**src/fir_types_pkg.sv**
```systemverilog
// datapath types for the symmetric FIR filter
// one word width for samples, coefficients, sums and products

package fir_types_pkg;

	// ******************************
	// widths
	// ******************************

	// samples and every intermediate value share one width
	// sums and products wrap modulo 2^SAMPLE_W
	localparam int SAMPLE_W = 18;

	// ******************************
	// word types
	// ******************************

	// signed sample or any wrapped intermediate value
	typedef logic [SAMPLE_W-1:0] sample_t;

	// fixed filter coefficient, two's complement
	typedef logic [SAMPLE_W-1:0] coeff_t;

endpackage

```
**src/fir_coeff_pkg.sv**
```systemverilog
// filter geometry and coefficient table for the 30-tap symmetric FIR
// pipeline depth figures are derived from the tap count

package fir_coeff_pkg;

	// ******************************
	// geometry
	// ******************************

	localparam int N_TAPS = 30;

	// symmetric taps, so only half the coefficients are unique
	localparam int N_UNIQ = N_TAPS / 2;

	// registered adder levels needed to reduce N_UNIQ products
	localparam int TREE_LEVELS = $clog2(N_UNIQ);

	// tap register, pre-add, multiply, then the tree
	localparam int FIR_LATENCY = 3 + TREE_LEVELS;

	// ******************************
	// coefficients
	// ******************************

	// entry k weights taps k and N_TAPS-1-k
	localparam fir_types_pkg::coeff_t COEFFS [N_UNIQ] = '{
		18'd88,
		18'd0,
		-18'sd97,
		-18'sd197,
		-18'sd294,
		-18'sd380,
		-18'sd447,
		-18'sd490,
		-18'sd504,
		-18'sd481,
		-18'sd420,
		-18'sd319,
		-18'sd178,
		18'd0,
		18'sd212
	};

endpackage

```
**src/fir_adder_tree.sv**
```systemverilog
// registered pairwise adder tree
// reduces N_INPUTS terms to one wrapped sum in ceil(log2(N_INPUTS)) levels
// an odd leftover term rides a plain register to keep depths equal

`timescale 1ns/10ps

module fir_adder_tree #(
	parameter int N_INPUTS = 15
) (
	input  logic                                     clk,
	input  logic                                     reset,
	input  logic                                     i_clk_ena,
	input  fir_types_pkg::sample_t [N_INPUTS-1:0]    i_terms,
	output fir_types_pkg::sample_t                   o_sum
);

	localparam int LEVELS = $clog2(N_INPUTS);

	// ******************************
	// tree levels
	// ******************************

	// level 0 is the raw input, level LEVELS holds the single sum
	for (genvar l = 0; l <= LEVELS; l++) begin : g_lvl
		// terms left after l halvings, rounded up
		localparam int CNT = (N_INPUTS + (1 << l) - 1) >> l;

		fir_types_pkg::sample_t node [CNT];

		if (l == 0) begin : g_in
			for (genvar i = 0; i < CNT; i++) begin : g_term
				assign node[i] = i_terms[i];
			end
		end else begin : g_reg
			// term count of the level below
			localparam int PREV = (N_INPUTS + (1 << (l - 1)) - 1) >> (l - 1);

			for (genvar i = 0; i < CNT; i++) begin : g_node
				if (2 * i + 1 < PREV) begin : g_add
					always_ff @(posedge clk or posedge reset) begin
						if (reset) begin
							node[i] <= '0;
						end else if (i_clk_ena) begin
							node[i] <= g_lvl[l-1].node[2*i] + g_lvl[l-1].node[2*i+1];
						end
					end
				end else begin : g_bye
					// unpaired term, delay only
					always_ff @(posedge clk or posedge reset) begin
						if (reset) begin
							node[i] <= '0;
						end else if (i_clk_ena) begin
							node[i] <= g_lvl[l-1].node[2*i];
						end
					end
				end
			end
		end
	end

	assign o_sum = g_lvl[LEVELS].node[0];

	// ******************************
	// checks
	// ******************************

	// products from the multiplier stage must be fully defined once running
	a_terms_known : assert property (
		@(posedge clk) disable iff (reset)
		i_clk_ena |-> !$isunknown(i_terms)
	) else $error("adder tree input has unknown bits");

endmodule

```
**src/fir_filter.sv**
```systemverilog
// 30-tap symmetric FIR filter, top level
// delay line, folded multiply and adder tree, with a matching valid delay
// i_clk_ena stalls every stage together

`timescale 1ns/10ps

module fir_filter (
	input  logic                   clk,
	input  logic                   reset,
	input  logic                   i_clk_ena,
	input  logic                   i_valid,
	input  fir_types_pkg::sample_t i_in,
	output logic                   o_valid,
	output fir_types_pkg::sample_t o_out
);

	// ******************************
	// datapath
	// ******************************

	// newest sample at index 0
	fir_types_pkg::sample_t [fir_coeff_pkg::N_TAPS-1:0] taps;

	// one weighted mirror pair per entry
	fir_types_pkg::sample_t [fir_coeff_pkg::N_UNIQ-1:0] products;

	fir_tap_line #(
		.N_TAPS (fir_coeff_pkg::N_TAPS)
	) u_tap_line (
		.clk       (clk),
		.reset     (reset),
		.i_clk_ena (i_clk_ena),
		.i_in      (i_in),
		.o_taps    (taps)
	);

	fir_fold_mult #(
		.N_UNIQ (fir_coeff_pkg::N_UNIQ)
	) u_fold_mult (
		.clk        (clk),
		.reset      (reset),
		.i_clk_ena  (i_clk_ena),
		.i_taps     (taps),
		.o_products (products)
	);

	fir_adder_tree #(
		.N_INPUTS (fir_coeff_pkg::N_UNIQ)
	) u_adder_tree (
		.clk       (clk),
		.reset     (reset),
		.i_clk_ena (i_clk_ena),
		.i_terms   (products),
		.o_sum     (o_out)
	);

	// ******************************
	// valid alignment
	// ******************************

	// depth equals the full datapath latency
	fir_valid_delay #(
		.DEPTH (fir_coeff_pkg::FIR_LATENCY)
	) u_valid_delay (
		.clk       (clk),
		.reset     (reset),
		.i_clk_ena (i_clk_ena),
		.i_valid   (i_valid),
		.o_valid   (o_valid)
	);

endmodule

```
**src/fir_fold_mult.sv**
```systemverilog
// folding pre-adders and coefficient multipliers
// mirror taps are summed first, then weighted by their shared coefficient
// two register stages, all arithmetic wraps to one sample word

`timescale 1ns/10ps

module fir_fold_mult #(
	parameter int N_UNIQ = 15
) (
	input  logic                                   clk,
	input  logic                                   reset,
	input  logic                                   i_clk_ena,
	input  fir_types_pkg::sample_t [2*N_UNIQ-1:0]  i_taps,
	output fir_types_pkg::sample_t [N_UNIQ-1:0]    o_products
);

	// ******************************
	// stage 1: symmetric pre-add
	// ******************************

	fir_types_pkg::sample_t [N_UNIQ-1:0] fold_q;

	always_ff @(posedge clk or posedge reset) begin
		if (reset) begin
			fold_q <= '0;
		end else if (i_clk_ena) begin
			for (int k = 0; k < N_UNIQ; k++) begin
				// tap k pairs with its mirror at the far end
				fold_q[k] <= i_taps[k] + i_taps[2*N_UNIQ-1-k];
			end
		end
	end

	// ******************************
	// stage 2: coefficient multiply
	// ******************************

	fir_types_pkg::sample_t [N_UNIQ-1:0] prod_q;

	always_ff @(posedge clk or posedge reset) begin
		if (reset) begin
			prod_q <= '0;
		end else if (i_clk_ena) begin
			for (int k = 0; k < N_UNIQ; k++) begin
				// low word of the product, same for signed and unsigned
				prod_q[k] <= fold_q[k] * fir_coeff_pkg::COEFFS[k];
			end
		end
	end

	assign o_products = prod_q;

endmodule

```
**src/fir_tap_line.sv**
```systemverilog
// input delay line of the FIR filter
// holds the last N_TAPS samples, newest at index 0

`timescale 1ns/10ps

module fir_tap_line #(
	parameter int N_TAPS = 30
) (
	input  logic                                 clk,
	input  logic                                 reset,
	input  logic                                 i_clk_ena,
	input  fir_types_pkg::sample_t               i_in,
	output fir_types_pkg::sample_t [N_TAPS-1:0]  o_taps
);

	// ******************************
	// sample shift register
	// ******************************

	fir_types_pkg::sample_t [N_TAPS-1:0] taps_q;

	// advances on every enabled edge, valid or not
	always_ff @(posedge clk or posedge reset) begin
		if (reset) begin
			taps_q <= '0;
		end else if (i_clk_ena) begin
			// oldest sample falls off the top end
			taps_q <= {taps_q[N_TAPS-2:0], i_in};
		end
	end

	// tap k is the sample from k enabled edges ago
	assign o_taps = taps_q;

endmodule

```
**src/fir_valid_delay.sv**
```systemverilog
// valid strobe delay line
// shifts i_valid by DEPTH enabled edges to line up with the filter output

`timescale 1ns/10ps

module fir_valid_delay #(
	parameter int DEPTH = 7
) (
	input  logic clk,
	input  logic reset,
	input  logic i_clk_ena,
	input  logic i_valid,
	output logic o_valid
);

	logic [DEPTH-1:0] valid_q;

	// same enable as the datapath so both stall in lockstep
	always_ff @(posedge clk or posedge reset) begin
		if (reset) begin
			valid_q <= '0;
		end else if (i_clk_ena) begin
			valid_q <= {valid_q[DEPTH-2:0], i_valid};
		end
	end

	assign o_valid = valid_q[DEPTH-1];

	// ******************************
	// checks
	// ******************************

	// a stalled edge must leave the output strobe untouched
	a_stall_holds : assert property (
		@(posedge clk) disable iff (reset)
		(!$past(i_clk_ena) && !$past(reset)) |-> $stable(o_valid)
	) else $error("o_valid changed across a stalled cycle");

endmodule

```
**config.mk**
```make
export PLATFORM = sky130hd
export DESIGN_NAME = fir_filter
export DESIGN_NICKNAME = d
export VERILOG_FILES = /design/src/fir_types_pkg.sv /design/src/fir_coeff_pkg.sv /design/src/fir_adder_tree.sv /design/src/fir_filter.sv /design/src/fir_fold_mult.sv /design/src/fir_tap_line.sv /design/src/fir_valid_delay.sv
export SDC_FILE = /design/constraint.sdc
export NUM_CORES = 2
export LEC_CHECK = 0
export ABC_AREA = 1
export BUFFER_PORTS_ARGS = -buffer_cell sky130_fd_sc_hd__clkbuf_2
export CAP_MARGIN = 20
export CORE_ASPECT_RATIO = 1.5
export CORE_UTILIZATION = 59
export DETAILED_ROUTE_END_ITERATION = 12
export HOLD_SLACK_MARGIN = 0.05
export PLACE_DENSITY = 0.78
export REMOVE_ABC_BUFFERS = 1
export SLEW_MARGIN = 20
export SYNTH_ARGS = -nofsm -noshare
export SYNTH_HDL_FRONTEND = slang
export SYNTH_SLANG_ARGS = --single-unit
```
**constraint.sdc**
```tcl
create_clock -name clk -period 39.2 [get_ports clk]
set_clock_uncertainty 0.2 [all_clocks]
set_input_delay 1.96 -clock clk [delete_from_list [all_inputs] [get_ports clk]]
set_output_delay 1.96 -clock clk [all_outputs]
set_load 0.05 [all_outputs]
```
* Word level (Yosys, flattened, before mapping)
Cells that the tools add are included.
** Operators by class
- Add/subtract/negate cells :: 25
- Multipliers :: 13
- Div/mod/pow operators :: 0
- $lt $le $gt $ge :: 0
- Equal/unequal tests :: 0
- Shift-type cells :: 0
- Mux-type cells :: 0
- Bitwise gates (word level) :: 0
- Reductions and logical operators :: 0
** Operator list (number)
- adder 18 bit :: 25
- multiplier 18 x 10 -> 18 bit (second input constant) :: 3
- multiplier 18 x 17 -> 17 bit (second input constant) :: 3
- multiplier 18 x 16 -> 16 bit (second input constant) :: 2
- multiplier 18 x 15 -> 15 bit (second input constant) :: 1
- multiplier 18 x 4 -> 15 bit (second input constant) :: 1
- multiplier 18 x 6 -> 16 bit (second input constant) :: 1
- multiplier 18 x 8 -> 18 bit (second input constant) :: 1
- multiplier 18 x 9 -> 18 bit (second input constant) :: 1
** Word-level totals
- Register bits after elaboration :: 1264
- Latch bits :: 0
- Bits in writable memories :: 0
- Memory bits (read-only) :: 0
- Input bits :: 22
- Logic and storage cells :: 110
- Memories :: 0

* Longest topological paths before layout
- Depth in word-level cells :: 1
- Depth in mapped cells :: 24
- Gate-level depth less buffers :: 24

* Cells and area by module
Synthesis repeated with hierarchy kept, for this count alone.
** Unflattened totals
- Cells, all modules :: 12551
- Area total of the unflattened synthesis :: 97619.9 µm²
** By module, submodules not included
- fir_fold_mult :: times used 1, cells each 6762, area an instance 53503.8 µm²
- fir_adder_tree :: times used 1, cells each 3477, area an instance 23307.4 µm²
- fir_tap_line :: times used 1, cells each 2281, area an instance 20535.9 µm²
- fir_valid_delay :: times used 1, cells each 31, area an instance 272.8 µm²

* Worst setup path before layout
Ideal clock, no wire load.
- Path type :: reg2reg
- Start point :: reg u_fold_mult.fold_q[183] (netlist bit)
- End point :: reg u_fold_mult.prod_q, in the netlist u_fold_mult.o_products[197]
- Data arrival time :: 4.833 ns
- Required time :: 38.883 ns
- Path slack :: 34.050 ns
- Stages on the path, launching flop included :: 19
- Cells stage by stage :: dfrtp_1 -> fa_1 -> inv_1 -> fa_1 -> fa_1 -> inv_1 -> fa_1 -> fa_1 -> inv_1 -> fa_1 -> inv_1 -> ha_1 -> inv_1 -> nor4_1 -> nand3_1 -> nand3_1 -> nand3_1 -> nand3_1 -> nand2_1
** Between the ends
- Word-level cells in the longest chain between the ends :: 1
** RTL lines
- start, declared :: line fir_fold_mult.sv:21 : fir_types_pkg::sample_t [N_UNIQ-1:0] fold_q;
- start signal, assigned by index :: line fir_fold_mult.sv:29 : fold_q[k] <= i_taps[k] + i_taps[2*N_UNIQ-1-k];
- multiplier 18 x 16 -> 16 bit :: line fir_fold_mult.sv:46 : prod_q[k] <= fold_q[k] * fir_coeff_pkg::COEFFS[k];
- end signal, assigned by index :: line fir_fold_mult.sv:46
- end, declared :: line fir_fold_mult.sv:38 : fir_types_pkg::sample_t [N_UNIQ-1:0] prod_q;
Every way passes these cells.
A chain may end at the register's enable or synchronous reset.

* Worst setup path in the final report
- Start point :: in i_clk_ena
- End point :: reg u_fold_mult.fold_q[231] (netlist bit)
** RTL lines
- start, declared :: line fir_filter.sv:10 : input logic i_clk_ena,
No word-level cell between the ends.

==> impl_results.md <==
- Die span in x: 326 µm
- Drt drc: 0
- Slowest cell on crit path: buf_4
- First-pass GRT wire length: 408000 µm
- Post-synthesis register bit count: roughly 1200
- CP most frequent cell: buf_4
- WL/cell: approximately 18 µm
- Fin nets: approximately 13000
- EDFF count, synth: 0
- Clk Tree Root Cell: clkbuf_16
- Overflow after GRT: 0
- Post-CTS Setup Bufs: 0
- Cell area after synthesis: about 0.093 mm²
- Full die area: 0.160 mm²
- CP endpoint kind: flip-flop
- Top cells by area, synth: dfrtp_1 (33%), nand2_1 (15%), ha_1 (14%)
- Starting Density: 0.594
- Worst Hold Launch: u_tap_line.o_taps[31]$_DFFE_PP0P_
- Initial antenna violation count: 4
- Fin crit period: about 6300 ps
- Setup CP Type: input pin to flip-flop
- Setup TNS: 0 ps
- Total CTS buffers: ~130
- DRT antenna net count: 0
- Post-DP HPWL: slightly below 200000 µm
- Worst hold path type: flip-flop to flip-flop
- CTS tree: yes
- Placer congestion estimate: 0.966
- CP required: approximately 40000 ps
- Count leader, synth: nand2_1
- Global-route usage over all layers: 0.323
- CP delay by family, top: buffers and inverters
- Ys flop type: dfrtp_1
- Top post-synthesis cells by count: nand2_1 (3731), inv_1 (1743), dfrtp_1 (1241)
- Clk slew on worst S/H paths: 60 ps
- Worst Path Buf+Inv: 6
- Max-slew violation count: 0
- CP max stage delay: approximately 960 ps
- # IOs: just over 40
- Die height: between 400 and 500 µm
- Skew-Pair Late Insertion Delay: about 810 ps
- RSZ-0062 raised after global routing: false
- Largest net degree at the start of global routing: 226
- Yosys cell types: between 50 and 60
- Iter 0 DRT Violations: 4691
- Post-CTS sizing: 0
- Rel. slew slack: 0.184
- Site Rows: around 180
- Gate Count Post-Synth: ~12000
- CP cell instances: buf_8 > buf_4 > buf_4 > buf_4 > buf_4 > buf_4 > o21ai_0
- R2R Path Start: u_fold_mult.fold_q[77]$_DFFE_PP0P_
- Placed cells: 13500
- DR vias: around 76000
- Worst path arrival time: 6710 ps
- Fillers: about 14000
- Seq/Total Area, Yosys: 0.333
- Fmax: 0.159 GHz
- CP startpoint kind: input pin
- Routed WL: 252000 µm
- Syn. warnings: 0
- Critical path origin: i_clk_ena
- Crit path max fanout: between 100 and 150
- Clk sinks: around 1200
- Period Utilization, post-route: 0.160
- IO buf count: 40
- CORE AREA: 0.157 mm²
- Cts hold-fix bufs: 0
- Asr flop ratio synth: 1.00
- Clock tree buffer depth: 3
- Router iterations before antenna repair: 6
- Setup-failing EPs final: 0
- Non-Filler Instances: about 14000
- Post-synth top area share: 0.333
- Status: finished clean
- Worst-Margin Slew: around 1200 ps
- Synthesized area per cell: ~8 µm²
- Max-cap viol count: 0
- Area growth, synth to finish: 6.80%
- Vias in the first global route: 78500
- Final hold vios: 0
- H-tree levels: 4
- Routed vias/inst: ~5.5
- Proportion of layout cells with a drive suffix above 1: 0.0369
- Synth area leader: dfrtp_1
logic make-up after synthesis:
logic type,synth area share
buffers and inverters,0.0872
XOR/XNOR,0.0253
AND/OR/NAND/NOR,0.224
AO/OA/AOI/OAI,0.0906
adder cells (fa/ha/maj),0.240
flip-flops,0.333
worst paths after layout:
| kind | endpoint | slack [ps] | depth (start not counted) |
|---|---|---|---|
| hold reg to reg | u_tap_line.o_taps[31]$_DFFE_PP0P_ | 270 | 2 |
| setup / recovery | u_fold_mult.fold_q[231]$_DFFE_PP0P_ | 32910 | 7 |
| max in group asynchronous | u_tap_line.o_taps[436]$_DFFE_PP0P_ | 33920 | 6 |
| hold / removal | u_tap_line.o_taps[31]$_DFFE_PP0P_ | 270 | 2 |
| setup reg to reg | u_fold_mult.o_products[89]$_DFFE_PP0P_ | 33650 | 19 |
| min in group asynchronous | u_tap_line.o_taps[331]$_DFFE_PP0P_ | 1020 | 2 |
layer usage:
| layer | vias to the layer above | track usage | part of all wire |
|---|---|---|---|
| met5 | - | 0 | 0.00012 |
| met4 | 4 | 0.236 | 0.085 |
| met3 | 773 | 0.0392 | 0.035 |
| met2 | 1763 | 0.590 | 0.51 |
| met1 | 36300 | 0.341 | 0.36 |
| li1 | 37000 | - | - |
per-stage QoR:
step	hold WS, ps	area (µm²)	util	setup slack (ps)
global route	287	99500	0.635	32560
floorplan	242	91600	-	2070
CTS	268	99500	0.635	33070
detailed placement	259	94700	0.604	32210
finish	269	99500	0.635	32910
global placement	254	94700	0.604	32350
sequential cells by signal, summed over array words and instances (netlist names):
| register | cells |
|---|---|
| u_adder_tree.g_lvl.node | 244 |
| u_fold_mult.o_products | 219 |
| u_adder_tree.o_sum | 18 |
| u_tap_line.o_taps | 534 |
| u_valid_delay.valid_q | 7 |
| u_fold_mult.fold_q | 219 |
cells in the final DEF, fill, tap and decap left out, drive strengths merged, types with 11 or more instances in the layout:
master  Yosys  layout
nand2    3731    3731
o21a       11      11
xor2      125     125
nor2      474     474
ha       1041    1041
dfrtp    1241    1241
o21ai     620     620
a211oi     18      18
o21bai     42      42
nand3b     26      26
bufinv      0      23
a21o       61      61
inv      1745    1751
fa        464     464
o31ai      69      69
nor3       79      79
nand4      59      59
nand3     664     664
buf       233      39
clkinv      0      30
a31oi     144     144
a21oi     497     497
xnor2     144     144
clkbuf     44     206
or2        86      86
worst register-to-register path: cells and delay by family (launching register included):
kind	cells	cell delay, ps
buffers and inverters	6	430
flip-flops	1	520
adder cells (fa/ha/maj)	7	3580
AND/OR/NAND/NOR	5	470
AO/OA/AOI/OAI	1	270
area by class of cell:
| class | instances | area [µm²] | share of cell area |
|---|---|---|---|
| Multi-Input combinational cell | 8396 | 54000 | 0.543 |
| Antenna cell | 3 | 7.51 | 0.0000754 |
| Clock buffer | 167 | 3700 | 0.0372 |
| Tap cell | 2070 | 2590 | 0.0260 |
| Sequential cell | 1241 | 31100 | 0.312 |
| Clock inverter | 67 | 1040 | 0.0105 |
| Inverter | 1745 | 6570 | 0.0661 |
| Timing Repair Buffer | 78 | 549 | 0.00552 |
Power is not shown: default switching activity piles up to over one toggle a cycle in this logic, so the estimate is an artifact.
